<file path="src/verilog/camera_pkg.sv">
// ~~~~~~~~~~~~~~~~~~~~~~~~~~~~~~~~~~~~~~~~
// Shared types and constants for the raw-to-RGB
// camera front end. Import into each module header
// with a wildcard import.
// ~~~~~~~~~~~~~~~~~~~~~~~~~~~~~~~~~~~~~~~~

package camera_pkg;

    localparam int PIXEL_WIDTH     = 10;                     // Raw and colour sample bits
    localparam int PIXEL_MAX       = (1 << PIXEL_WIDTH) - 1; // Saturation level
    localparam int COORD_WIDTH     = 11;
    localparam int COUNT_WIDTH     = 22;                     // Frame statistics counters
    localparam int DARK_LEVEL      = 64;                     // Applies to the upper 8 bits
    localparam int MAX_LINE        = 1024;                   // Debayer line buffer depth
    localparam int LINE_ADDR_WIDTH = $clog2(MAX_LINE);

    typedef struct packed {
        logic [PIXEL_WIDTH-1:0] red;
        logic [PIXEL_WIDTH-1:0] green;
        logic [PIXEL_WIDTH-1:0] blue;
    } rgb_t;

    // Raw Bayer stream, RGGB order
    typedef struct packed {
        logic                   frame_valid;
        logic                   line_valid;
        logic                   pixel_valid;
        logic [PIXEL_WIDTH-1:0] data;
    } bayer_stream_t;

    typedef struct packed {
        logic frame_valid;
        logic line_valid;
        logic pixel_valid;
        rgb_t pixel;
    } rgb_stream_t;

    // Columns x_start to x_end-1, lines y_start to y_end-1
    typedef struct packed {
        logic [COORD_WIDTH-1:0] x_start;
        logic [COORD_WIDTH-1:0] x_end;
        logic [COORD_WIDTH-1:0] y_start;
        logic [COORD_WIDTH-1:0] y_end;
    } crop_window_t;

    typedef struct packed {
        logic [COUNT_WIDTH-1:0] pixel_count;
        logic [COUNT_WIDTH-1:0] dark_count;
    } frame_stats_t;

endpackage

</file>
<file path="src/verilog/digital_gain.sv">
// ~~~~~~~~~~~~~~~~~~~~~~~~~~~~~~~~~~~~~~~~
// Digital gain of 1 or 2 with saturation. The factor
// is picked at each frame start from the latest
// metering record. One cycle of latency.
// ~~~~~~~~~~~~~~~~~~~~~~~~~~~~~~~~~~~~~~~~

`timescale 1ns/100ps

module digital_gain
    import camera_pkg::*;
(
    input  logic         mipi_byte_clock,
    input  logic         mipi_byte_reset_n,

    input  rgb_stream_t  rgb_i,
    input  frame_stats_t stats_i,
    input  logic         stats_valid_i,

    output rgb_stream_t  rgb_o
);

    frame_stats_t stats_q;
    frame_stats_t stats_sel;
    logic         frame_valid_d;
    logic         frame_start;
    logic         want_x2;
    logic         gain_x2;        // Low means unity gain
    logic         frame_valid_q;
    logic         line_valid_q;
    logic         pixel_valid_q;
    rgb_t         pixel_q;

    function automatic logic [PIXEL_WIDTH-1:0] double_sat(input logic [PIXEL_WIDTH-1:0] sample);
        logic [PIXEL_WIDTH:0] doubled;
        doubled = {sample, 1'b0};
        return doubled[PIXEL_WIDTH] ? PIXEL_WIDTH'(PIXEL_MAX) : doubled[PIXEL_WIDTH-1:0];
    endfunction

    assign frame_start = rgb_i.frame_valid & ~frame_valid_d;
    assign stats_sel   = stats_valid_i ? stats_i : stats_q;   // Newest record wins
    assign want_x2     = {stats_sel.dark_count, 1'b0} > {1'b0, stats_sel.pixel_count};

    always_ff @(posedge mipi_byte_clock or negedge mipi_byte_reset_n) begin
        if (!mipi_byte_reset_n) begin
            stats_q       <= '0;
            frame_valid_d <= 1'b0;
            gain_x2       <= 1'b0;
            frame_valid_q <= 1'b0;
            line_valid_q  <= 1'b0;
            pixel_valid_q <= 1'b0;
        end else begin
            frame_valid_d <= rgb_i.frame_valid;
            if (stats_valid_i) begin
                stats_q <= stats_i;
            end
            if (frame_start) begin
                gain_x2 <= want_x2;
            end
            frame_valid_q <= rgb_i.frame_valid;
            line_valid_q  <= rgb_i.line_valid;
            pixel_valid_q <= rgb_i.pixel_valid;
        end
    end

    always_ff @(posedge mipi_byte_clock) begin
        if (gain_x2) begin
            pixel_q.red   <= double_sat(rgb_i.pixel.red);
            pixel_q.green <= double_sat(rgb_i.pixel.green);
            pixel_q.blue  <= double_sat(rgb_i.pixel.blue);
        end else begin
            pixel_q <= rgb_i.pixel;
        end
    end

    assign rgb_o = '{
        frame_valid: frame_valid_q,
        line_valid:  line_valid_q,
        pixel_valid: pixel_valid_q,
        pixel:       pixel_q
    };

    // One gain for the whole frame
    gain_at_frame_start_a: assert property (
        @(posedge mipi_byte_clock) disable iff (!mipi_byte_reset_n)
        !$stable(gain_x2) |-> $past(frame_start)
    ) else $error("digital_gain: gain changed inside a frame");

endmodule

</file>
<file path="config.mk">
export PLATFORM = sky130hd
export DESIGN_NAME = digital_gain
export DESIGN_NICKNAME = d
export VERILOG_FILES = /design/src/verilog/camera_pkg.sv /design/src/verilog/digital_gain.sv
export SDC_FILE = /design/constraint.sdc
export NUM_CORES = 1
export LEC_CHECK = 0
export BUFFER_PORTS_ARGS = -buffer_cell sky130_fd_sc_hd__clkbuf_2
export CAP_MARGIN = 15
export CORE_MARGIN = 2
export CORE_UTILIZATION = 30
export CTS_CLUSTER_DIAMETER = 120
export DETAILED_ROUTE_END_ITERATION = 8
export HOLD_SLACK_MARGIN = 0.02
export RECOVER_POWER = 25
export SETUP_SLACK_MARGIN = 0.02
export SLEW_MARGIN = 10
export SYNTH_ARGS = -nofsm -noshare
export SYNTH_HDL_FRONTEND = slang
export SYNTH_SLANG_ARGS = --single-unit
</file>
<file path="constraint.sdc">
create_clock -name mipi_byte_clock -period 3.3 [get_ports mipi_byte_clock]
set_input_delay 0.66 -clock mipi_byte_clock [delete_from_list [all_inputs] [get_ports mipi_byte_clock]]
set_output_delay 0.66 -clock mipi_byte_clock [all_outputs]
set_load 0.01 [all_outputs]
</file>
### Yosys cells after proc, flatten, opt, wreduce, memory -nomap -nowiden

Cells that the tools add are included.

* order comparisons: 1
* mux-type cells: 5
* bitwise logic cells: 2

Operators with widths (number)
* $mux 44: 1
* $mux 10: 3
* $mux 30: 1
* $gt 23x22->1: 1
* $and 1x1->1: 1
* $not 1->1: 1

* register bits after elaboration: 78
* bits of input ports: 80
* output and inout port bits: 33

### Logic depth before layout (Yosys ltp)

* depth in word-level cells: 2
* mapped depth: 9

### Worst setup path after synthesis

OpenSTA, ideal clock, no wires.

* path kind: input to register
* start: input port stats_valid_i
* end: register gain_x2
* setup time: 0.124 ns
* arrival time: 2.600 ns
* data required time: 3.176 ns
* path slack: 0.576 ns
* stages: 9
* path buffers: 2
* path through: buf_6 > clkbuf_1 > mux2_2 > ha_1 > nand4_1 > nor4_4 > and4_1 > a21oi_1 > a21boi_1

RTL lines
* from (decl): RTL line digital_gain.sv:17 `input logic stats_valid_i,`
* to (signal assigned): RTL line digital_gain.sv:57 `gain_x2 <= want_x2;`
* to (decl): RTL line digital_gain.sv:27 `logic gain_x2;`

==> flow_summary.rst <==
.. list-table::
   :header-rows: 1

   * - Metric
     - Value
   * - Initial antenna violation count
     - 0
   * - GR met3 Demand/Resource
     - 6.114%
   * - TritonCTS clock tree
     - yes
   * - Cell area after synthesis
     - 3229 sq um
   * - Global-route wire length before repair
     - 11280 um
   * - Net count after synthesis
     - 351
   * - Maximum number of pins on one net before global-route repair
     - 37
   * - Mean cell area of the mapped netlist
     - 12.92 sq um
   * - Cell leakage power
     - 0.002080 uW
   * - CP Capture Type
     - flip-flop
   * - Detailed placer's ending HPWL
     - 5356 um
   * - Chip Width
     - 107.8 um
   * - Number of buffers inserted for hold repair after clock tree synthesis
     - 0
   * - Gate Count Post-Synth
     - 250
   * - Slew Limit Fails
     - 37
   * - Met2 capacity usage during global routing
     - 20.71%
   * - Standard-cell row count
     - 37
   * - Postcts setup bufs
     - 0
   * - Input/output buffers
     - 112
   * - Antenna-violating nets left
     - 0
   * - Total CTS buffers
     - 9
   * - Core area
     - 10370 sq um
   * - Setup Crit Path Kind
     - primary input to flip-flop
   * - Slowest library cell on the worst path
     - clkbuf_2
   * - Yosys cell types
     - 32
   * - Reg2reg setup slack
     - 0.99 ns
   * - Max-cap viol count
     - 1
   * - Worst-Skew Late Latency
     - 0.33 ns
   * - RSZ-0062 raised after global routing
     - no
   * - Transition at the pin with the smallest max-transition slack
     - 1.560 ns
   * - Antenna cell count
     - 0
   * - Ratio of cells with drive above 1 in the final layout
     - 42.43%
   * - Hold_ws
     - 0.3686 ns
   * - Worst setup skew after layout
     - 0.004922 ns
   * - Number of global-route vias before repair
     - 2464
   * - Total count of hold-check failures in the final report
     - 0
   * - Global router's overall resource usage
     - 12.48%
   * - Number of standard cells in the final layout excluding fillers
     - 506
   * - DR vias
     - 2289
   * - Final global-route overflow total
     - 0
   * - Category of the worst setup path launch point
     - primary input
   * - Run status
     - finished, violations left
   * - Critical Path Fanout Max
     - 19
   * - Hold/Removal Path Class
     - primary input to async pin
   * - Setup violations, final
     - 0
   * - Worst stage delay on the critical path
     - 0.41 ns
   * - Post-synthesis register bit count
     - 78
   * - Routed wire length
     - 6848 um
   * - Most heavily used metal layer in global routing
     - met2
   * - Sequential-to-total area share from yosys stat
     - 55.79%
   * - Power per cell area
     - 582.3 nW/um^2
   * - Remaining DRCs
     - 0
   * - Violations in the final reports
     - capacitance limit, slew limit
   * - Setup TNS
     - 0 ns
   * - Total of warnings raised by yosys
     - 0
   * - Weighted congestion at the end of routability-driven global placement
     - 0.7837
   * - # H-tree levels
     - 3
   * - Layout net count
     - 467
   * - Final period util
     - 80.68%
   * - Die area
     - 11610 sq um
   * - Data required time of the critical path
     - 3.52 ns
   * - Post-CTS clock slew at the launch and capture registers of the worst setup and hold paths
     - 0.08 ns
   * - Critical path arrival
     - 2.89 ns
   * - Vert. Die Dim
     - 107.8 um
   * - Highest clock rate
     - 0.3756 GHz
   * - WL/cell
     - 13.53 um
   * - Global-route track usage on met1
     - 14.09%
   * - Clock Sink Count
     - 78
   * - Initial DRT Pass Iterations
     - 4
   * - Cell count after placement
     - 491
   * - Largest vdd supply drop
     - 0.3206 mV
   * - Starting Density
     - 31.14%
   * - Violation count after the first detailed-route iteration
     - 47
   * - Max Root-Sink Buffers
     - 2
   * - Detail-routed via count per cell
     - 4.524
   * - CP Cell Sequence
     - clkbuf_2 > buf_4 > mux2_2 > ha_1 > a21o_1 > a221o_1 > nand2_1 > and4_1 > a21boi_1
   * - Max-slew headroom
     - -4.000%
   * - Signed area change from the synthesized netlist to the final layout
     - 27.35%
   * - Number of cells upsized or downsized after cts
     - 0
   * - Final critical-path required period
     - 2.662 ns
   * - Clk Tree Root Cell
     - clkbuf_8
   * - Number of placed I/O pins
     - 113
-- registers in the layout, indices dropped and copies added (netlist names) --
signal         cells
stats_q           44
rgb_o             30
pixel_valid_q      1
frame_valid_q      1
line_valid_q       1
gain_x2            1
-- layout make-up --
type | count | area (sq um)
multi-input cells | 136 | 1271
clock inverters | 5 | 51.30
clock buffers | 10 | 127.6
well taps | 136 | 170.2
fillers | 1052 | 6257
flip-flops and latches | 78 | 1802
inverters | 22 | 82.58
repair buffers | 119 | 608.1
-- through the flow --
stage | power [uW] | worst slack, ns | utilization, % | area [sq um]
4_1_cts | 2441 | 0.6290 | 39.71 | 4118
3_3_place_gp | 1738 | 0.2918 | 37.98 | 3939
5_1_grt | 2544 | 0.4998 | 39.66 | 4113
6_report | 2395 | 0.6377 | 39.66 | 4113
3_5_place_dp | 1750 | 0.2528 | 37.98 | 3939
2_1_floorplan | 1517 | 0.5762 | - | 3229
-- power breakdown --
part	switching (uW)	internal, uW	total (uW)
logic	306	271	577
registers	39.2	1100	1140
clock network	334	341	675
total	679	1720	2390
-- final timing paths --
path,start,endpoint,depth (start not counted)
max reg2reg,gain_x2,rgb_o[16],3
max,stats_valid_i,gain_x2,9
min reg2reg,stats_q[39],stats_q[39],2
min in group mipi_byte_clock,rgb_i[31],line_valid_q,1
max in group asynchronous,mipi_byte_reset_n,pixel_valid_q,2
min,mipi_byte_reset_n,stats_q[15],1
-- metal layers --
| metal | share of wire, % | wire, um |
|---|---|---|
| met3 | 11 | 726 |
| met1 | 41 | 2809 |
| met2 | 47 | 3232 |
| met5 | 0 | 0 |
| met4 | 1.2 | 80 |
-- worst max-delay path: cells and delay by family --
family	cells	cell delay, ns
buffers and inverters	2	0.77
AO/OA/AOI/OAI	3	0.53
multiplexers	1	0.38
adder cells (fa/ha/maj)	1	0.31
AND/OR/NAND/NOR	2	0.22
-- cell usage in the layout, fill, tap and decap left out, types with 2 or more instances in the layout --
cell type,n
nand4_1,3
nand2_1,3
clkbuf_8,9
ha_1,21
mux2i_1,22
a211o_1,2
a21o_1,7
clkbuf_2,111
inv_1,22
buf_4,6
nand2b_1,3
o22a_1,23
clkbuf_1,3
nor2b_1,2
nand3_1,3
dfxtp_1,30
a21boi_1,2
clkinv_2,2
nor2_1,4
and4_1,2
dfrtp_1,48
a21oi_1,6
mux2_2,24
-- synth_stat cells --
master	n	area share (%)
dfrtp_1	48	37
dfxtp_1	30	19
mux2_2	24	8.4
o22a_1	23	6.2
inv_1	22	2.6
mux2i_1	22	6.8
ha_1	21	8.1
a21o_1	7	1.6
clkbuf_1	7	0.81
a21oi_1	6	0.93
nor2_1	4	0.46
buf_4	3	0.70
nand2_1	3	0.35
nand2b_1	3	0.58
nand3_1	3	0.46
nand4_1	3	0.58
a211o_1	2	0.54
a21boi_1	2	0.46
and4_1	2	0.54
buf_2	2	0.31
nor2b_1	2	0.39
a2111oi_0	1	0.27
a221o_1	1	0.31
and2_1	1	0.19
and3_1	1	0.19
buf_1	1	0.12
buf_6	1	0.35
mux2_4	1	0.46
nor3_1	1	0.15
nor4_4	1	0.66
o21ai_0	1	0.15
o221ai_2	1	0.46
-- cells by family (layout without fill, tap and decap cells) --
group                    Yosys count  in the layout  synth area share, %
flip-flops                        78             78                55.79
buffers and inverters             36            156                4.843
adder cells (fa/ha/maj)           21             21                8.136
AND/OR/NAND/NOR                   24             24                4.572
multiplexers                      47             47                15.65
AO/OA/AOI/OAI                     44             44                11.00
(Power assumes the default switching activity.)
