[config.mk]
export PLATFORM = sky130hd
export DESIGN_NAME = crop
export DESIGN_NICKNAME = d
export VERILOG_FILES = /design/src/verilog/camera_pkg.sv /design/src/verilog/crop.sv
export SDC_FILE = /design/constraint.sdc
export NUM_CORES = 1
export LEC_CHECK = 0
export BUFFER_PORTS_ARGS = -buffer_cell sky130_fd_sc_hd__buf_2
export CAP_MARGIN = 0
export CORE_MARGIN = 4
export CORE_UTILIZATION = 55
export DETAILED_ROUTE_END_ITERATION = 8
export GPL_ROUTABILITY_DRIVEN = 0
export PLACE_DENSITY = 0.84
export SLEW_MARGIN = 20
export SYNTH_ARGS = -nofsm -noshare
export SYNTH_HDL_FRONTEND = slang
export SYNTH_SLANG_ARGS = --single-unit
[constraint.sdc]
create_clock -name mipi_byte_clock -period 3.6 [get_ports mipi_byte_clock]
set_input_delay 0.36 -clock mipi_byte_clock [delete_from_list [all_inputs] [get_ports mipi_byte_clock]]
set_output_delay 0.36 -clock mipi_byte_clock [all_outputs]
set_load 0.02 [all_outputs]
[src/verilog/camera_pkg.sv]
// ~~~~~~~~~~~~~~~~~~~~~~~~~~~~~~~~~~~~~~~~
// Shared types and constants for the raw-to-RGB
// camera front end. Import into each module header
// with a wildcard import.
// ~~~~~~~~~~~~~~~~~~~~~~~~~~~~~~~~~~~~~~~~

package camera_pkg;

    localparam int PIXEL_WIDTH     = 10;                     // Raw and colour sample bits
    localparam int PIXEL_MAX       = (1 << PIXEL_WIDTH) - 1; // Saturation level
    localparam int COORD_WIDTH     = 11;
    localparam int COUNT_WIDTH     = 22;                     // Frame statistics counters
    localparam int DARK_LEVEL      = 64;                     // Applies to the upper 8 bits
    localparam int MAX_LINE        = 1024;                   // Debayer line buffer depth
    localparam int LINE_ADDR_WIDTH = $clog2(MAX_LINE);

    typedef struct packed {
        logic [PIXEL_WIDTH-1:0] red;
        logic [PIXEL_WIDTH-1:0] green;
        logic [PIXEL_WIDTH-1:0] blue;
    } rgb_t;

    // Raw Bayer stream, RGGB order
    typedef struct packed {
        logic                   frame_valid;
        logic                   line_valid;
        logic                   pixel_valid;
        logic [PIXEL_WIDTH-1:0] data;
    } bayer_stream_t;

    typedef struct packed {
        logic frame_valid;
        logic line_valid;
        logic pixel_valid;
        rgb_t pixel;
    } rgb_stream_t;

    // Columns x_start to x_end-1, lines y_start to y_end-1
    typedef struct packed {
        logic [COORD_WIDTH-1:0] x_start;
        logic [COORD_WIDTH-1:0] x_end;
        logic [COORD_WIDTH-1:0] y_start;
        logic [COORD_WIDTH-1:0] y_end;
    } crop_window_t;

    typedef struct packed {
        logic [COUNT_WIDTH-1:0] pixel_count;
        logic [COUNT_WIDTH-1:0] dark_count;
    } frame_stats_t;

endpackage

[src/verilog/crop.sv]
// ~~~~~~~~~~~~~~~~~~~~~~~~~~~~~~~~~~~~~~~~
// Window crop on a video stream. Used for both the
// raw pan crop and the RGB zoom crop; the payload
// type is set per instance. One cycle of latency.
// ~~~~~~~~~~~~~~~~~~~~~~~~~~~~~~~~~~~~~~~~

`timescale 1ns/100ps

module crop
    import camera_pkg::*;
#(
    parameter type payload_t = logic [PIXEL_WIDTH-1:0]
) (
    input  logic         mipi_byte_clock,
    input  logic         mipi_byte_reset_n,

    input  crop_window_t window_i,

    input  logic         frame_valid_i,
    input  logic         line_valid_i,
    input  logic         pixel_valid_i,
    input  payload_t     data_i,

    output logic         frame_valid_o,
    output logic         line_valid_o,
    output logic         pixel_valid_o,
    output payload_t     data_o
);

    logic [COORD_WIDTH-1:0] x_count;    // Pixels seen so far on this line
    logic [COORD_WIDTH-1:0] y_count;    // Lines completed in this frame
    logic                   line_valid_d;
    logic                   line_end;
    logic                   x_inside;
    logic                   y_inside;

    assign line_end = line_valid_d & ~line_valid_i;
    assign x_inside = (x_count >= window_i.x_start) && (x_count < window_i.x_end);
    assign y_inside = (y_count >= window_i.y_start) && (y_count < window_i.y_end);

    always_ff @(posedge mipi_byte_clock or negedge mipi_byte_reset_n) begin
        if (!mipi_byte_reset_n) begin
            x_count       <= '0;
            y_count       <= '0;
            line_valid_d  <= 1'b0;
            frame_valid_o <= 1'b0;
            line_valid_o  <= 1'b0;
            pixel_valid_o <= 1'b0;
        end else begin
            line_valid_d <= line_valid_i;

            if (!line_valid_i) begin
                x_count <= '0;                      // Line over
            end else if (pixel_valid_i) begin
                x_count <= x_count + 1'b1;
            end

            if (!frame_valid_i) begin
                y_count <= '0;                      // Frame over
            end else if (line_end) begin
                y_count <= y_count + 1'b1;
            end

            frame_valid_o <= frame_valid_i;
            line_valid_o  <= line_valid_i & x_inside & y_inside;
            pixel_valid_o <= pixel_valid_i & x_inside & y_inside;
        end
    end

    always_ff @(posedge mipi_byte_clock) begin
        data_o <= data_i;
    end

    // Upstream must keep pixel strobes inside a line
    pixel_in_line_a: assert property (
        @(posedge mipi_byte_clock) disable iff (!mipi_byte_reset_n)
        pixel_valid_i |-> line_valid_i
    ) else $error("crop: pixel_valid without line_valid");

endmodule

=== Word level (Yosys, flattened, before mapping) ===
Cells that the tools add are included.

* Flip-flop bits (word level): 36
* Output and inout port bits: 13

* Add/subtract/negate cells: 2
* Order comparisons: 4
* Equal/unequal tests: 2
* Muxes and demuxes: 4
* Bitwise operators: 6
* Reductions and logical operators: 2

{| class="wikitable"
|+ Operators by type and width
! kind !! count
|-
| $mux W11 || 4
|-
| $add A11 B1 Y11 const B || 2
|-
| $ge A11 B11 Y1 || 2
|-
| $lt A11 B11 Y1 || 2
|-
| $and A1 B1 Y1 || 5
|-
| $ne A2 B1 Y1 const B || 2
|-
| $logic_and A1 B1 Y1 || 2
|-
| $not A1 Y1 || 1
|}

=== Depth between registers and ports, before layout ===
* Depth after elaboration: 4
* Gate-level depth with buffers: 8
* Depth with buffers taken out: 8

=== Worst setup path before layout ===
Ideal clock, no wire load.

* Kind: register to register
* Start: reg x_count[0]
* End: reg line_valid_o
* Arrival: 1.640 ns
* Data required time: 3.466 ns
* Path slack: 1.826 ns
* Stages on the path, launching flop included: 8
* Clock period less this slack: 1.774 ns
* Cell sequence: dfrtp_1 > inv_1 > ha_1 > nand2b_1 > a2111oi_0 > nor4_1 > o311ai_1 > nor3_1

* Cells in the longest elaborated chain, start to end: 4
* Elaborated cells between the ends (all ways): 5

{| class="wikitable"
|+ RTL lines
! what !! RTL line !! RTL
|-
| start, declared || crop.sv:30 || <nowiki>logic [COORD_WIDTH-1:0] x_count;</nowiki>
|-
| start signal, assigned || crop.sv:55 || <nowiki>x_count <= x_count + 1'b1;</nowiki>
|-
| $ge A11 B11 Y1 or $lt A11 B11 Y1 (tied branches) || crop.sv:38 || <nowiki>assign x_inside = (x_count >= window_i.x_start) && (x_count < window_i.x_end);</nowiki>
|-
| $logic_and A1 B1 Y1 (*) || crop.sv:38 ||
|-
| $and A1 B1 Y1 (*) (2 in a row) || crop.sv:65 || <nowiki>line_valid_o <= line_valid_i & x_inside & y_inside;</nowiki>
|-
| end signal, assigned || crop.sv:65 ||
|-
| end, declared || crop.sv:25 || <nowiki>output logic line_valid_o,</nowiki>
|}

Every way passes the cells marked *; elsewhere a longest branch is shown, timed or not.
A chain may end at the register's enable or synchronous reset.

=== Worst setup path in the final report ===
* Start: reg y_count[2]
* End: reg line_valid_o

* Cells in the longest elaborated chain, start to end: 3
* Elaborated cells between the ends (all ways): 4

{| class="wikitable"
|+ RTL lines
! what !! RTL line !! RTL
|-
| start, declared || crop.sv:31 || <nowiki>logic [COORD_WIDTH-1:0] y_count;</nowiki>
|-
| start signal, assigned || crop.sv:61 || <nowiki>y_count <= y_count + 1'b1;</nowiki>
|-
| $ge A11 B11 Y1 or $lt A11 B11 Y1 (tied branches) || crop.sv:39 || <nowiki>assign y_inside = (y_count >= window_i.y_start) && (y_count < window_i.y_end);</nowiki>
|-
| $logic_and A1 B1 Y1 (*) || crop.sv:39 ||
|-
| $and A1 B1 Y1 (*) || crop.sv:65 ||
|}

Marked as above.

==> results.py <==
metrics = {
    "outcome": {
        "outcome": "complete, no violations",
    },
    "timing": {
        "finalSetupTns_ns": 0,
        "rsz0062_at_grt": "no",
        "slew_viol_final": 0,
        "period_needed_ns": 2.02,
        "setup_viol": 0,
        "clock_skew_ns": 0.00229,
        "slew_headroom": 0.566,
        "max_clock_freq_mhz": 495,
        "tightest_slew_ns": 0.634,
        "finalHoldViolCount": 0,
        "worst_slack_ns": 1.58,
        "final.period_utilization": 0.562,
    },
    "die": {
        "die_y_um": 74.2,
        "core_um2": 4120,
        "die_w_um": 74.2,
        "start_util": 0.587,
        "dieArea_um2": 5510,
        "core.rowCount": 23,
        "io_pins": 72,
    },
    "placement": {
        "place_ws_ns": 1.62,
        "dp_cells": 376,
        "place_hpwl_um": 3900,
        "portBuffers": 71,
    },
    "power_and_ir_drop": {
        "p_clk_frac": 0.353,
        "finalPower_mw": 0.827,
        "switching_share": 0.247,
        "power_frac_comb": 0.138,
        "p_leak_nw": 1.67,
        "p_per_area_nw_per_um2": 285,
        "switchingPower_mw": 0.204,
        "power_frac_seq": 0.509,
        "p_int_mw": 0.622,
        "vdd_drop_max_mv": 0.334,
    },
    "critical_path": {
        "crit_required_ns": 3.76,
        "critPathMaxStageDelay_ns": 0.46,
        "path_max_fanout": 6,
        "crit_arrival_ns": 2.18,
        "critical_path.top_delay_family": "compound AO/OA/AOI/OAI gates",
        "critical_path_class": "reg -> reg",
        "crit_buf_inv": 0,
        "r2r_start": "y_count[2]",
        "crit_slowest_cell": "dfrtp_1",
        "critPathMostFrequentCell": "a21oi_1",
        "endpoint_kind": "flip-flop",
        "path_cells": "ha_1 > a21oi_1 > a21oi_1 > a2111oi_0 > o211ai_1 > o311ai_1 > nor3_1",
        "crit_path_start_kind": "flip-flop",
        "crit_start": "y_count[2]",
    },
    "synth": {
        "synth_edf_count": 0,
        "yosys.area.top_type": "dfrtp_1",
        "synthFlopType": "dfrtp_1",
        "ys_seq_elements": 36,
        "synth_area_um2": 2410,
        "synth_commonest_cells": "45 x inv_1, 44 x ha_1, 26 x dfrtp_1",
        "yosysWarnings": 0,
        "yosysUniqueCellTypes": 36,
        "synth_top_cell_area_share": 0.270,
        "synth.area.top_cells": "dfrtp_1 27%, ha_1 23%, dfxtp_1 8.3%",
        "yosysMostFrequentCell": "inv_1",
        "yosysSeqAreaShare": 0.353,
        "syn_inst": 259,
        "syn_nets": 362,
        "avgSynthCellArea_um2": 9.32,
        "async_flop_share": 0.722,
    },
    "cts": {
        "cts_tree": "built",
        "cts_max_path_buffers": 2,
        "htree_levels": 2,
        "cts_setup_buffers": 0,
        "clkSlewWorstSetupHoldPaths_ns": 0.07,
        "cts_root_buf": "clkbuf_8",
        "post_cts.resized_instances": 0,
        "cts_hold_buffers": 0,
        "numCtsBuffers": 5,
        "cts_sinks": 36,
        "clock_latency_ns": 0.29,
    },
    "drt": {
        "wl_per_cell_um": 12.5,
        "drc": 0,
        "drtIter0Drc": 38,
        "antenna_left": 0,
        "avgViaCountPerCell": 5.25,
        "vias": 2017,
        "routed_wl_um": 4780,
        "dr.pass1.iters": 4,
    },
    "worst_hold_path": {
        "hp-class": "in -> async",
    },
    "cells_and_area": {
        "area_growth_pct": 20.4,
        "finish.utilization": 0.706,
        "drive_above_1_share": 0.246,
        "final_nets": 436,
        "antenna_cells": 0,
        "fin_cells": 384,
    },
    "grt": {
        "antenna_found_initial": 0,
        "grt_pass1_vias": 1927,
        "grt_max_degree": 27,
        "gr-total-overflow": 0,
        "grt_pass1_wl_um": 7960,
        "grt_use_total": 0.188,
    },
    "job": {
        "maxCapViolCount": 0,
    },
}
power groups by stage:
stage          sequential [mW]  combinational, mW  clock (mW)
2_1_floorplan            0.436             0.0535           0
3_5_place_dp             0.429              0.115           0
3_3_place_gp             0.429              0.111           0
4_1_cts                  0.421              0.116       0.301
6_report                 0.421              0.114       0.292
5_1_grt                  0.423              0.132       0.321
worst paths after layout:
path                                 endpoint  cells after the start  slack [ns]
worst max-delay path             line_valid_o                      7        1.58
worst min-delay path            frame_valid_o                      1        0.07
worst max register to register   line_valid_o                      7        1.58
worst min register to register    x_count[10]                      2        0.61
max in group asynchronous          x_count[4]                      1        3.16
min in group mipi_byte_clock        data_o[5]                      1        0.17
layer usage:
| layer | track usage | part of all wire |
|---|---|---|
| met5 | 0 | 0 |
| met4 | 0.0751 | 0.030 |
| met3 | 0.0554 | 0.078 |
| met2 | 0.311 | 0.47 |
| met1 | 0.231 | 0.42 |
worst reg2reg max path: stages, from the launching register on:
cell and delay, ns:
dfrtp_1 0.46, ha_1 0.34, a21oi_1 0.15, a21oi_1 0.08, a2111oi_0 0.46, o211ai_1 0.19, o311ai_1 0.13, nor3_1 0.09
state kept, by name, indices dropped and copies added, names as in the netlist:
name	flops
x_count	11
line_valid_o	1
line_valid_d	1
frame_valid_o	1
pixel_valid_o	1
y_count	11
data_o	10
metrics by stage:
| step | hold slack (ns) | cell area [um2] |
|---|---|---|
| 5_1_grt | 0.101 | 2910 |
| 3_5_place_dp | 0.394 | 2810 |
| 4_1_cts | 0.0818 | 2910 |
| 3_3_place_gp | 0.385 | 2810 |
| 6_report | 0.0654 | 2910 |
| 2_1_floorplan | 0.0644 | 2410 |
kinds of logic after synthesis:
family                   share of synthesized area
buffers and inverters                       0.0783
adder cells (fa/ha/maj)                      0.228
flip-flops                                   0.353
XOR/XNOR                                    0.0653
multiplexers                               0.00829
AO/OA/AOI/OAI                                0.104
AND/OR/NAND/NOR                              0.164
placed cells by master, fill, tap and decap left out:
cell type   instances
o22ai_1             1
dfrtp_1            26
nor2_1             13
and3_4              2
inv_1              45
nand2_1            13
nand3_1             4
clkinvlp_4          1
nor4_1              1
o311ai_1            1
and3_1              3
nor3_1              4
nand3_2             1
xnor2_1            13
clkbuf_8            6
xor2_1              5
a211oi_1            1
o2111ai_1           2
nand4_1            11
and2_1             11
nand2b_1            2
ha_1               44
nand3b_1            1
o21ai_0             4
a2111oi_0           3
or3_1               2
o21a_1              1
a21oi_1            13
nor2b_1             3
clkbuf_1            1
a21o_1              8
o211ai_1            3
and4_4              1
a221oi_1            1
buf_2              71
dfxtp_1            10
mux2i_1             2
layout make-up:
| class | count | area (um2) |
|---|---|---|
| clock buffers | 7 | 86.3 |
| clock inverters | 1 | 7.51 |
| fillers | 329 | 1210 |
| inverters | 45 | 169 |
| multi-input cells | 174 | 1370 |
| flip-flops and latches | 36 | 851 |
| well taps | 50 | 62.6 |
| repair buffers | 71 | 355 |
Power figures use the tool's default switching activity.
