## config.mk

```make
export PLATFORM = sky130hd
export DESIGN_NAME = metering
export DESIGN_NICKNAME = d
export VERILOG_FILES = /design/src/verilog/camera_pkg.sv /design/src/verilog/metering.sv
export SDC_FILE = /design/constraint.sdc
export NUM_CORES = 1
export LEC_CHECK = 0
export BUFFER_PORTS_ARGS = -buffer_cell sky130_fd_sc_hd__buf_2
export CAP_MARGIN = 10
export CORE_MARGIN = 2
export CORE_UTILIZATION = 56
export CTS_BUF_LIST = sky130_fd_sc_hd__clkbuf_16
export CTS_CLUSTER_DIAMETER = 100
export DETAILED_ROUTE_END_ITERATION = 6
export GPL_TIMING_DRIVEN = 1
export PLACE_DENSITY = 0.79
export SETUP_SLACK_MARGIN = 0.15
export SYNTH_ARGS = -nofsm -noshare
export SYNTH_HDL_FRONTEND = slang
export SYNTH_SLANG_ARGS = --single-unit
```

## constraint.sdc

```tcl
create_clock -name mipi_byte_clock -period 2.67 [get_ports mipi_byte_clock]
set_input_delay 0.1335 -clock mipi_byte_clock [delete_from_list [all_inputs] [get_ports mipi_byte_clock]]
set_output_delay 0.1335 -clock mipi_byte_clock [all_outputs]
set_load 0.02 [all_outputs]
```

## src/verilog/camera_pkg.sv

```systemverilog
// ~~~~~~~~~~~~~~~~~~~~~~~~~~~~~~~~~~~~~~~~
// Shared types and constants for the raw-to-RGB
// camera front end. Import into each module header
// with a wildcard import.
// ~~~~~~~~~~~~~~~~~~~~~~~~~~~~~~~~~~~~~~~~

package camera_pkg;

    localparam int PIXEL_WIDTH     = 10;                     // Raw and colour sample bits
    localparam int PIXEL_MAX       = (1 << PIXEL_WIDTH) - 1; // Saturation level
    localparam int COORD_WIDTH     = 11;
    localparam int COUNT_WIDTH     = 22;                     // Frame statistics counters
    localparam int DARK_LEVEL      = 64;                     // Applies to the upper 8 bits
    localparam int MAX_LINE        = 1024;                   // Debayer line buffer depth
    localparam int LINE_ADDR_WIDTH = $clog2(MAX_LINE);

    typedef struct packed {
        logic [PIXEL_WIDTH-1:0] red;
        logic [PIXEL_WIDTH-1:0] green;
        logic [PIXEL_WIDTH-1:0] blue;
    } rgb_t;

    // Raw Bayer stream, RGGB order
    typedef struct packed {
        logic                   frame_valid;
        logic                   line_valid;
        logic                   pixel_valid;
        logic [PIXEL_WIDTH-1:0] data;
    } bayer_stream_t;

    typedef struct packed {
        logic frame_valid;
        logic line_valid;
        logic pixel_valid;
        rgb_t pixel;
    } rgb_stream_t;

    // Columns x_start to x_end-1, lines y_start to y_end-1
    typedef struct packed {
        logic [COORD_WIDTH-1:0] x_start;
        logic [COORD_WIDTH-1:0] x_end;
        logic [COORD_WIDTH-1:0] y_start;
        logic [COORD_WIDTH-1:0] y_end;
    } crop_window_t;

    typedef struct packed {
        logic [COUNT_WIDTH-1:0] pixel_count;
        logic [COUNT_WIDTH-1:0] dark_count;
    } frame_stats_t;

endpackage

```

## src/verilog/metering.sv

```systemverilog
// ~~~~~~~~~~~~~~~~~~~~~~~~~~~~~~~~~~~~~~~~
// Frame metering on the cropped raw stream. Counts
// all pixels and dark pixels, and publishes both one
// cycle after frame_valid falls.
// ~~~~~~~~~~~~~~~~~~~~~~~~~~~~~~~~~~~~~~~~

`timescale 1ns/100ps

module metering
    import camera_pkg::*;
(
    input  logic          mipi_byte_clock,
    input  logic          mipi_byte_reset_n,

    input  bayer_stream_t bayer_i,

    output frame_stats_t  stats_o,
    output logic          stats_valid_o
);

    logic                   frame_valid_d;
    logic                   frame_start;
    logic                   frame_end;
    logic                   dark;
    logic [COUNT_WIDTH-1:0] pixel_count;
    logic [COUNT_WIDTH-1:0] dark_count;

    assign frame_start = bayer_i.frame_valid & ~frame_valid_d;
    assign frame_end   = ~bayer_i.frame_valid & frame_valid_d;
    assign dark        = bayer_i.data[PIXEL_WIDTH-1 -: 8] < DARK_LEVEL;

    always_ff @(posedge mipi_byte_clock or negedge mipi_byte_reset_n) begin
        if (!mipi_byte_reset_n) begin
            frame_valid_d <= 1'b0;
            pixel_count   <= '0;
            dark_count    <= '0;
            stats_o       <= '0;
            stats_valid_o <= 1'b0;
        end else begin
            frame_valid_d <= bayer_i.frame_valid;

            if (frame_start) begin
                // A first pixel may share the restart cycle
                pixel_count <= COUNT_WIDTH'(bayer_i.pixel_valid);
                dark_count  <= COUNT_WIDTH'(bayer_i.pixel_valid & dark);
            end else if (bayer_i.pixel_valid) begin
                pixel_count <= pixel_count + 1'b1;
                if (dark) begin
                    dark_count <= dark_count + 1'b1;
                end
            end

            stats_valid_o <= frame_end;
            if (frame_end) begin
                stats_o.pixel_count <= pixel_count;
                stats_o.dark_count  <= dark_count;
            end
        end
    end

    // Published record stays self-consistent
    dark_within_total_a: assert property (
        @(posedge mipi_byte_clock) disable iff (!mipi_byte_reset_n)
        stats_valid_o |-> (stats_o.dark_count <= stats_o.pixel_count)
    ) else $error("metering: dark_count above pixel_count");

endmodule

```

After elaboration in Yosys (flattened, before gate mapping)
Index checks and enable logic that the tools add are counted.
{"block": "word_totals", "ff_bits": 90, "elab_cells": 22, "input_bits": 15, "out_inout_bits": 45}
{"block": "classes", "order_cmp": 1, "add_sub_neg": 2, "reduce_logical": 3, "muxes": 5, "bitwise": 5}
{"cell": "two-way mux 22 bit", "n": 5}
{"cell": "adder 22 x 1 -> 22 bit (second input constant)", "n": 2}
{"cell": "less-than comparator 8 x 7 -> 1 bit (second input constant)", "n": 1}
{"cell": "nonzero test 2 bit", "n": 2}
{"cell": "AND 1 bit", "n": 3}
{"cell": "NOT 1 bit", "n": 2}
{"cell": "AND reduction 2 bit", "n": 1}

Logic depth before layout (Yosys ltp)
Gate-level depths: netlist (run 1).
{"block": "depth", "word_depth": 4, "mapped_depth": 7, "ltp_nobuf": 5}

Worst setup path after synthesis (run 1)
OpenSTA, ideal clock, no wires.
{"block": "synth_path", "kind": "flip-flop to flip-flop", "start": "reg pixel_count[2]", "end": "reg pixel_count[21]", "setup_ns": 0.077, "arrival_time_ns": 1.776, "setup_slack_ns": 0.816, "n_path_buf": 1, "t_required_ns": 2.593, "stages_incl_launch_ff": 6, "path_cell_list": "dfrtp_1 nand4_1 or3_1 clkbuf_1 or4_1 a21oi_1"}
{"block": "synth_via", "elab_chain_cells": 3}
{"item": "from (decl)", "line_no": "metering.sv:25", "source": "logic [COUNT_WIDTH-1:0] pixel_count;"}
{"item": "from (signal assigned)", "line_no": "metering.sv:44", "source": "pixel_count <= COUNT_WIDTH'(bayer_i.pixel_valid);"}
{"item": "from (signal assigned)", "line_no": "metering.sv:47", "source": "pixel_count <= pixel_count + 1'b1;"}
{"item": "adder 22 x 1 -> 22 bit", "line_no": "metering.sv:47"}
{"item": "two-way mux 22 bit", "line_no": "metering.sv:46", "source": "end else if (bayer_i.pixel_valid) begin"}
{"item": "two-way mux 22 bit", "line_no": "metering.sv:42", "source": "if (frame_start) begin"}
No other way between the ends. The select of a mux whose other input is x is not followed.
A chain may end at the register's enable or synchronous reset.

Worst setup path after layout (run 1)
{"block": "layout_path", "start": "reg dark_count[0]", "end": "reg dark_count[18]"}
{"block": "layout_via", "elab_chain_cells": 4}
{"item": "from (decl)", "line_no": "metering.sv:26", "source": "logic [COUNT_WIDTH-1:0] dark_count;"}
{"item": "from (signal assigned)", "line_no": "metering.sv:45", "source": "dark_count <= COUNT_WIDTH'(bayer_i.pixel_valid & dark);"}
{"item": "from (signal assigned)", "line_no": "metering.sv:49", "source": "dark_count <= dark_count + 1'b1;"}
{"item": "adder 22 x 1 -> 22 bit", "line_no": "metering.sv:49"}
{"item": "two-way mux 22 bit", "line_no": "metering.sv:48", "source": "if (dark) begin"}
{"item": "two-way mux 22 bit", "line_no": "metering.sv:46"}
{"item": "two-way mux 22 bit", "line_no": "metering.sv:42"}
No other way between the ends. The select of a mux whose other input is x is not followed.

==> qor.yml, run 1 <==
grt:
  antenna_found_initial: 0
  grt_pass1_vias: 2717
  grt_usage_pct: 21.4
  grt_first_pass_wirelength_um: 12600
  overflow: 0
  grt_max_degree: 52
detailed_routing:
  avgViaCountPerCell: 5.87
  wire_per_inst_um: 15.2
  antenna_left: 0
  dr.pass1.iters: 4
  drc_errors: 0
  finalWirelength_um: 7250
  via_count: 2801
  first_iter_violations: 144
sta:
  setup_tns_ns: 0
  fmax_mhz: 487
  worst_pin_slew_ns: 0.650
  rsz0062_at_grt: "false"
  hold_violations: 0
  setup_violations: 0
  holdWs_ns: 0.119
  drv_slew: 0
  layout_min_cycle_time_ns: 2.05
  worst_clock_skew_ns: 0.00399
  slew_headroom_pct: 56.7
  fin_crit_sh_pct: 76.8
logic_synthesis:
  synth_common_cells: "90 x dfrtp_1, 38 x mux2_2, 24 x a21oi_1, 24 x nand2_1"
  yosys.area.top_type: "dfrtp_1"
  synth-edff-count: 0
  synth.area.top_cells: "dfrtp_1 58%, mux2_2 11%, a21oi_1 3.1%"
  synth.avg_cell_area_um2: 11.3
  ys_ff_latch: 90
  synth_cells: 344
  yosysWarnings: 0
  synth_nets: 361
  synth_top_area_share_pct: 57.7
  yosysSeqAreaShare_pct: 57.7
  syn_area_um2: 3900
  synth_cell_type_count: 32
  ys.flop_type: "dfrtp_1"
  yosysMostFrequentCell: "dfrtp_1"
  async_reset_ff_share_pct: 100
power_and_ir_drop:
  ir_drop_mv: 0.603
  leakagePower_nw: 2.19
  power_density_nw_per_um2: 675
placement:
  place_area_um2: 4240
  dp_hpwl_um: 4840
  gp_congestion: 0.835
  io_buffers: 50
cts:
  cts_buffer_depth: 2
  clk_latency_ns: 0.33
  cts_setup_buffers: 0
  clkTransAtPathRegs_ns: 0.06
  cts_tree: "yes"
  root_buffer: "clkbuf_16"
  cts_sinks: 90
  numCtsBuffers: 9
  htreeDepth: 3
setup_path:
  critPathMaxFanout: 13
  crit_type: "reg2reg"
  arrival_ns: 2.30
  cp-end-kind: "register"
  cp.required_ns: 2.92
  start_kind: "register"
hold_path:
  hold_path.class: "in2reg"
cells_and_area:
  fin_util_pct: 67.8
  nets: 411
  antenna_cells: 0
  area_growth_syn_to_layout_pct: 17.3
  postLayoutCellArea_um2: 4580
  drive_gt1_share_pct: 27.0
run:
  maxCapViolCount: 0
floorplanning:
  die_area_um2: 7650
  die_y_um: 87.5
  die_width_um: 87.5
  ioPinCount: 60
  initial_core_util_pct: 57.8
  coreArea_um2: 6760
  rows: 30
run_status:
  status: "finished, final reports clean"
-- worst paths after layout --
kind	endpoint	slack, ns	cells past startpoint	start
max	dark_count[18]	0.62	5	dark_count[0]
min	pixel_count[0]	0.12	2	bayer_i[10]
max reg2reg	dark_count[18]	0.62	5	dark_count[0]
min reg2reg	stats_o[30]	0.48	2	stats_o[30]
max in group asynchronous	stats_o[19]	1.60	3	mipi_byte_reset_n
min in group asynchronous	stats_o[5]	0.36	2	mipi_byte_reset_n
-- stage by stage --
stage          worst slack, ns  power (mW)  cells
4_1_cts                  0.623        3.12    477
3_5_place_dp             0.477        1.75    461
3_3_place_gp             0.510        1.74    461
5_1_grt                  0.433        3.21    477
2_1_floorplan            0.816        1.65    344
6_report                 0.618        3.09    477
-- cells by family after synthesis --
family	Yosys count	synth area share, %
and+or+nand+nor	113	15.6
DFF	90	57.7
AOI/OAI and AO/OA	56	8.05
muxes	39	11.2
buffers and inverters	25	2.56
xor gates and xnor gates	19	4.26
adders and majority gates	2	0.641
-- state kept, by name, summed over array words and instances (netlist names) --
signal	count
frame_valid_d	1
stats_o	44
stats_valid_o	1
pixel_count	22
dark_count	22
-- what timing repair did --
item / 4_1_cts / 5_1_grt
hold buffers: 2 / 0
endpoints found under the hold margin: 50 / 0
gates resized for setup: 0 / 0
endpoints found under the setup margin: 0 / 0
-- worst max-delay path, cell delays in order, from the launching register on --
cell and delay [ns]:
dfrtp_1 0.42, ha_1 0.22, nand2_1 0.09, a2111o_1 0.53, or4_1 0.53, a21oi_1 0.18
-- layout by cell type, fill, tap and decap left out, types with 3 or more instances in the layout --
master / n
dfrtp_1: 90
buf_2: 49
mux2_2: 38
nand2_1: 24
a21oi_1: 24
o21ai_0: 18
nor2_1: 18
or3_1: 17
nand4_1: 13
nand3_1: 12
xnor2_1: 12
inv_1: 9
clkbuf_16: 9
o31ai_1: 7
or4_1: 7
xor2_1: 7
and4_1: 6
nor3_1: 5
buf_4: 5
o21ai_1: 4
nor4_1: 3
bufinv_16: 3
-- routing by layer --
layer  wire length (um)  share of wire (%)  up-vias  global-route usage [%]
li1                   -                  -     1352                       -
met1               3300                 45     1380                    28.9
met2               3580                 49       59                    34.1
met3                258                3.6       10                    4.83
met4                117                1.6        0                    7.97
met5                  0                  0        -                       0
-- power by group --
part	switching, mW	internal (mW)
clock network	0.468	0.896
registers	0.0600	1.42
logic	0.149	0.0951
-- cell type report --
type | count | area (um2)
multi-input combinational | 229 | 1560
timing repair buffer | 57 | 323
sequential | 90 | 2250
fill | 507 | 2180
tap | 80 | 100
clock buffer | 9 | 225
inverter | 7 | 26.3
clock inverter | 5 | 97.6
Power figures use the tool's default switching activity.
==> run 2: changes to the inputs <==
Settings changed: CORE_UTILIZATION 56 to 51, PLACE_DENSITY 0.79 to 0.76.
Clock period 2.67 ns to 1.67 ns, I/O delays scaled along.
==> qor.yml, run 2 (same netlist as run 1, synthesis figures left out) <==
cts:
  cts_buffer_depth: 2
  clkTransAtPathRegs_ns: 0.06
  htreeDepth: 3
  cts_sinks: 90
  cts_tree: "yes"
  root_buffer: "clkbuf_16"
  clk_latency_ns: 0.34
  numCtsBuffers: 9
cells_and_area:
  area_growth_syn_to_layout_pct: 34.9
  final_common_cell: "dfrtp_1"
  largestRegisters: "stats_o (44), dark_count (22), pixel_count (22)"
  fin_util_pct: 71.8
  drive_gt1_share_pct: 43.3
  nFillCells: 472
  nets: 474
  final_cell_mix: "90 x dfrtp_1, 62 x buf_4, 49 x buf_2"
  regMostFlops: "stats_o"
  largest_reg_flops: 44
  antenna_cells: 0
placement:
  dp_hpwl_um: 5390
  dp_slack_ns: -0.133
  io_buffers: 50
  gp_congestion: 0.846
grt:
  antenna_found_initial: 0
  grt_max_degree: 52
  grt_usage_pct: 22.2
  overflow: 0
  grt_first_pass_wirelength_um: 14700
  grt_pass1_vias: 3102
setup_path:
  arrival_ns: 2.03
  r2r_start: "dark_count[3]"
  cp-end-kind: "register"
  regToRegEndpoint: "dark_count[10]"
  start_kind: "register"
  crit_end: "dark_count[10]"
  cp.required_ns: 1.93
  crit_type: "reg2reg"
  rr_worst_depth: 5
  critPathMaxFanout: 7
  rrSetupSlack_ns: -0.1
  crit_path_start: "dark_count[3]"
run:
  maxCapViolCount: 0
run_status:
  violations: "setup timing"
  status: "finished, violations left"
power_and_ir_drop:
  power_density_nw_per_um2: 969
  ir_drop_mv: 0.673
  leakagePower_nw: 2.57
detailed_routing:
  avgViaCountPerCell: 5.73
  finalWirelength_um: 9640
  drc_errors: 0
  antenna_left: 0
  via_count: 3217
  wire_per_inst_um: 17.2
  first_iter_violations: 272
  dr.pass1.iters: 4
sta:
  worst_slack_ns: -0.0979
  rsz0062_at_grt: "true"
  hold_violations: 0
  worst_clock_skew_ns: 0.00723
  holdWs_ns: 0.0879
  worst_pin_slew_ns: 0.383
  fin_crit_sh_pct: 106
  layout_min_cycle_time_ns: 1.77
  slew_headroom_pct: 74.5
  setup_violations: 15
  fmax_mhz: 566
  drv_slew: 0
floorplanning:
  initial_core_util_pct: 53.3
  coreArea_um2: 7330
  die_width_um: 91.5
  ioPinCount: 60
  die_area_um2: 8370
  rows: 31
  die_y_um: 91.5
hold_path:
  hold_path.class: "in2reg"
[run 2: cell count changes in the layout (fill, tap and decap cells not counted), sizes merged]
| cell | previous run | this run |
|---|---|---|
| bufinv | 3 | 2 |
| or3 | 17 | 18 |
| clkinv | 0 | 4 |
| buf | 55 | 117 |
| inv | 9 | 8 |
[run 2: per-layer routing]
metal,up-vias,global-route usage (%),wire (um)
met1,1630,27.2,3980
met5,-,0,0
met4,0,10.7,279
met3,26,4.98,415
li1,1460,-,-
met2,101,36.9,4960
[run 2: final cells by class]
class	instances	area (um2)	area share [%]
clock buffers	9	225	4.28
multi-input cells	230	1730	32.9
repair buffers	119	820	15.6
clock inverters	7	85.1	1.62
flip-flops and latches	90	2250	42.8
well taps	99	124	2.35
inverters	7	26.3	0.499
[run 2: worst min path at each step]
stage / from / endpoint / slack (ns) / cells after the start
floorplan: mipi_byte_reset_n / dark_count[0] / -0.21 / 0
global placement: mipi_byte_reset_n / stats_o[5] / 0.03 / 1
detailed placement: mipi_byte_reset_n / stats_o[6] / 0.03 / 1
CTS: bayer_i[10] / pixel_count[0] / 0.08 / 3
global route: bayer_i[10] / pixel_count[0] / 0.13 / 3
finish: bayer_i[10] / pixel_count[0] / 0.09 / 3
[run 2: timing repair]
item | 4_1_cts | 5_1_grt
resized for setup | 20 | 22
pin swaps | 12 | 16
cloned | 0 | 1
endpoints found under the setup margin | 23 | 26
endpoints found under the hold margin | 28 | 0
setup buffers | 13 | 9
hold buffers | 2 | 0
[run 2: where the power goes]
part,switching [mW],total [mW],internal [mW]
Clock,0.820,2.11,1.29
Sequential,0.0567,2.33,2.27
Combinational,0.346,0.657,0.311
Total,1.22,5.10,3.88
[run 2: critical path, cell delays in order, from the launching register on]
cell      delay (ns)
dfrtp_1         0.35
nand4_1         0.18
a2111o_1        0.51
buf_6           0.17
or3_4           0.33
a21oi_2         0.15
[run 2: through the flow]
step | setup TNS [ns] | cells | total power [mW] | area [um2]
3_3_place_gp | -0.485 | 520 | 2.88 | 4580
3_5_place_dp | -0.982 | 520 | 2.91 | 4580
6_report | -0.769 | 561 | 5.10 | 5270
5_1_grt | -2.26 | 561 | 5.27 | 5270
2_1_floorplan | -0.255 | 344 | 2.64 | 3940
4_1_cts | -0.0677 | 551 | 5.07 | 5080
==> run 3: changes to the inputs <==
Settings changed: PLACE_DENSITY 0.76 to 0.84.
==> qor.yml, run 3 (same netlist as run 1, synthesis figures left out) <==
run_status:
  status: "finished, violations left"
  violations: "setup timing"
grt:
  grt_pass1_vias: 3163
  grt_first_pass_wirelength_um: 14300
  grt_max_degree: 47
  overflow: 0
  grt_usage_pct: 21.5
  antenna_found_initial: 0
setup_path:
  critPathMaxFanout: 4
  arrival_ns: 2.01
  cp.required_ns: 1.93
  cp-end-kind: "register"
  r2r_start: "dark_count[0]"
  regToRegEndpoint: "dark_count[18]"
  rrSetupSlack_ns: -0.08
  crit_type: "reg2reg"
  start_kind: "register"
  rr_worst_depth: 5
sta:
  fmax_mhz: 570
  fin_crit_sh_pct: 105
  slew_headroom_pct: 67.8
  worst_slack_ns: -0.0848
  worst_clock_skew_ns: 0.00499
  setup_violations: 6
  hold_violations: 0
  rsz0062_at_grt: "true"
  worst_pin_slew_ns: 0.478
  layout_min_cycle_time_ns: 1.75
  drv_slew: 0
detailed_routing:
  antenna_left: 0
  dr.pass1.iters: 4
  first_iter_violations: 142
  drc_errors: 0
  avgViaCountPerCell: 5.71
  wire_per_inst_um: 16.2
  via_count: 3146
  finalWirelength_um: 8930
placement:
  dp_hpwl_um: 5660
  gp_congestion: 0.787
  dp_slack_ns: -0.151
  place_area_um2: 4580
  post-place-cells: 521
  io_buffers: 50
hold_path:
  min_to: "pixel_count[0]"
  hold_path.class: "in2reg"
  whs_path_depth: 3
  min-delay-start: "bayer_i[10]"
cts:
  clk_latency_ns: 0.33
  numCtsBuffers: 9
  cts_sinks: 90
  cts_tree: "yes"
  root_buffer: "clkbuf_16"
  cts_buffer_depth: 2
  htreeDepth: 3
  clkTransAtPathRegs_ns: 0.06
cells_and_area:
  instances_no_fill: 551
  antenna_cells: 0
  largestRegisters: "stats_o (44), dark_count (22), pixel_count (22)"
  regMostFlops: "stats_o"
  largest_reg_flops: 44
  drive_gt1_share_pct: 42.3
  area_growth_syn_to_layout_pct: 31.3
  final_cell_mix: "89 x dfrtp_1, 53 x buf_4, 49 x buf_2"
  nets: 466
  postLayoutCellArea_um2: 5130
  final_common_cell: "dfrtp_1"
floorplanning:
  die_area_um2: 8370
  die_width_um: 91.5
  coreArea_um2: 7330
  die_y_um: 91.5
  ioPinCount: 60
  initial_core_util_pct: 53.3
  rows: 31
power_and_ir_drop:
  leakagePower_nw: 2.47
  ir_drop_mv: 0.701
  power_density_nw_per_um2: 940
run:
  maxCapViolCount: 0
==> run 3: changes by cell type in the layout (fill, tap and decap cells not counted), moves of 3 or more <==
cell,change
o31ai_1,-3
buf_4,-9
o31ai_2,+3
nor4_4,-3
==> run 3: final cells by class <==
cell class	count	area, um2
clock inverters	5	48.8
flip-flops and latches	90	2250
fillers	509	2200
inverters	7	26.3
repair buffers	111	759
clock buffers	9	225
well taps	99	124
multi-input cells	230	1690
==> run 3: metrics by stage <==
step	TNS (ns)	util (%)	hold slack, ns	total power [mW]
2_1_floorplan	-0.255	-	-0.212	2.64
3_3_place_gp	-0.521	62.5	-0.0276	2.89
3_5_place_dp	-1.39	62.5	-0.0302	2.91
4_1_cts	-0.670	68.2	0.0939	4.84
5_1_grt	-1.22	69.9	0.112	5.01
6_report	-0.336	69.9	0.0951	4.82
==> run 3: worst max-delay path by stage <==
stage | cells after the start | slack, ns | startpoint | endpoint
detailed placement | 5 | -0.15 | bayer_i[8] | dark_count[20]
finish | 5 | -0.08 | dark_count[0] | dark_count[18]
global placement | 5 | -0.08 | bayer_i[8] | dark_count[20]
global route | 4 | -0.16 | dark_count[6] | dark_count[20]
CTS | 4 | -0.10 | dark_count[6] | dark_count[20]
floorplan | 6 | -0.05 | bayer_i[10] | dark_count[18]
==> run 3: where the power goes <==
| part | internal, mW | switching (mW) | leakage (nW) | total, mW |
|---|---|---|---|---|
| clock network | 1.13 | 0.773 | 0.142 | 1.90 |
| logic | 0.270 | 0.309 | 1.08 | 0.580 |
| registers | 2.28 | 0.0616 | 1.24 | 2.34 |
| total | 3.67 | 1.14 | 2.47 | 4.82 |
==> run 3: what timing repair did <==
action,in CTS,in global routing
buffers inserted,9,4
endpoints found under the setup margin,22,23
endpoints found under the hold margin,63,0
gates resized for setup,13,22
pin swaps,11,7
cloned,0,1
hold buffers,2,0
==> run 3: per-layer routing <==
layer | vias up | wire length [um] | track usage [%]
li1 | 1450 | - | -
met1 | 1553 | 3610 | 26.2
met2 | 121 | 4520 | 36.2
met3 | 22 | 574 | 4.56
met4 | 0 | 231 | 10.5
met5 | - | 0 | 0
==> run 3: critical path: stages, from the launching register on <==
cell      delay [ns]
dfrtp_1         0.39
ha_1            0.18
nand2_1         0.08
a2111o_1        0.37
or4_1           0.50
a21oi_1         0.15
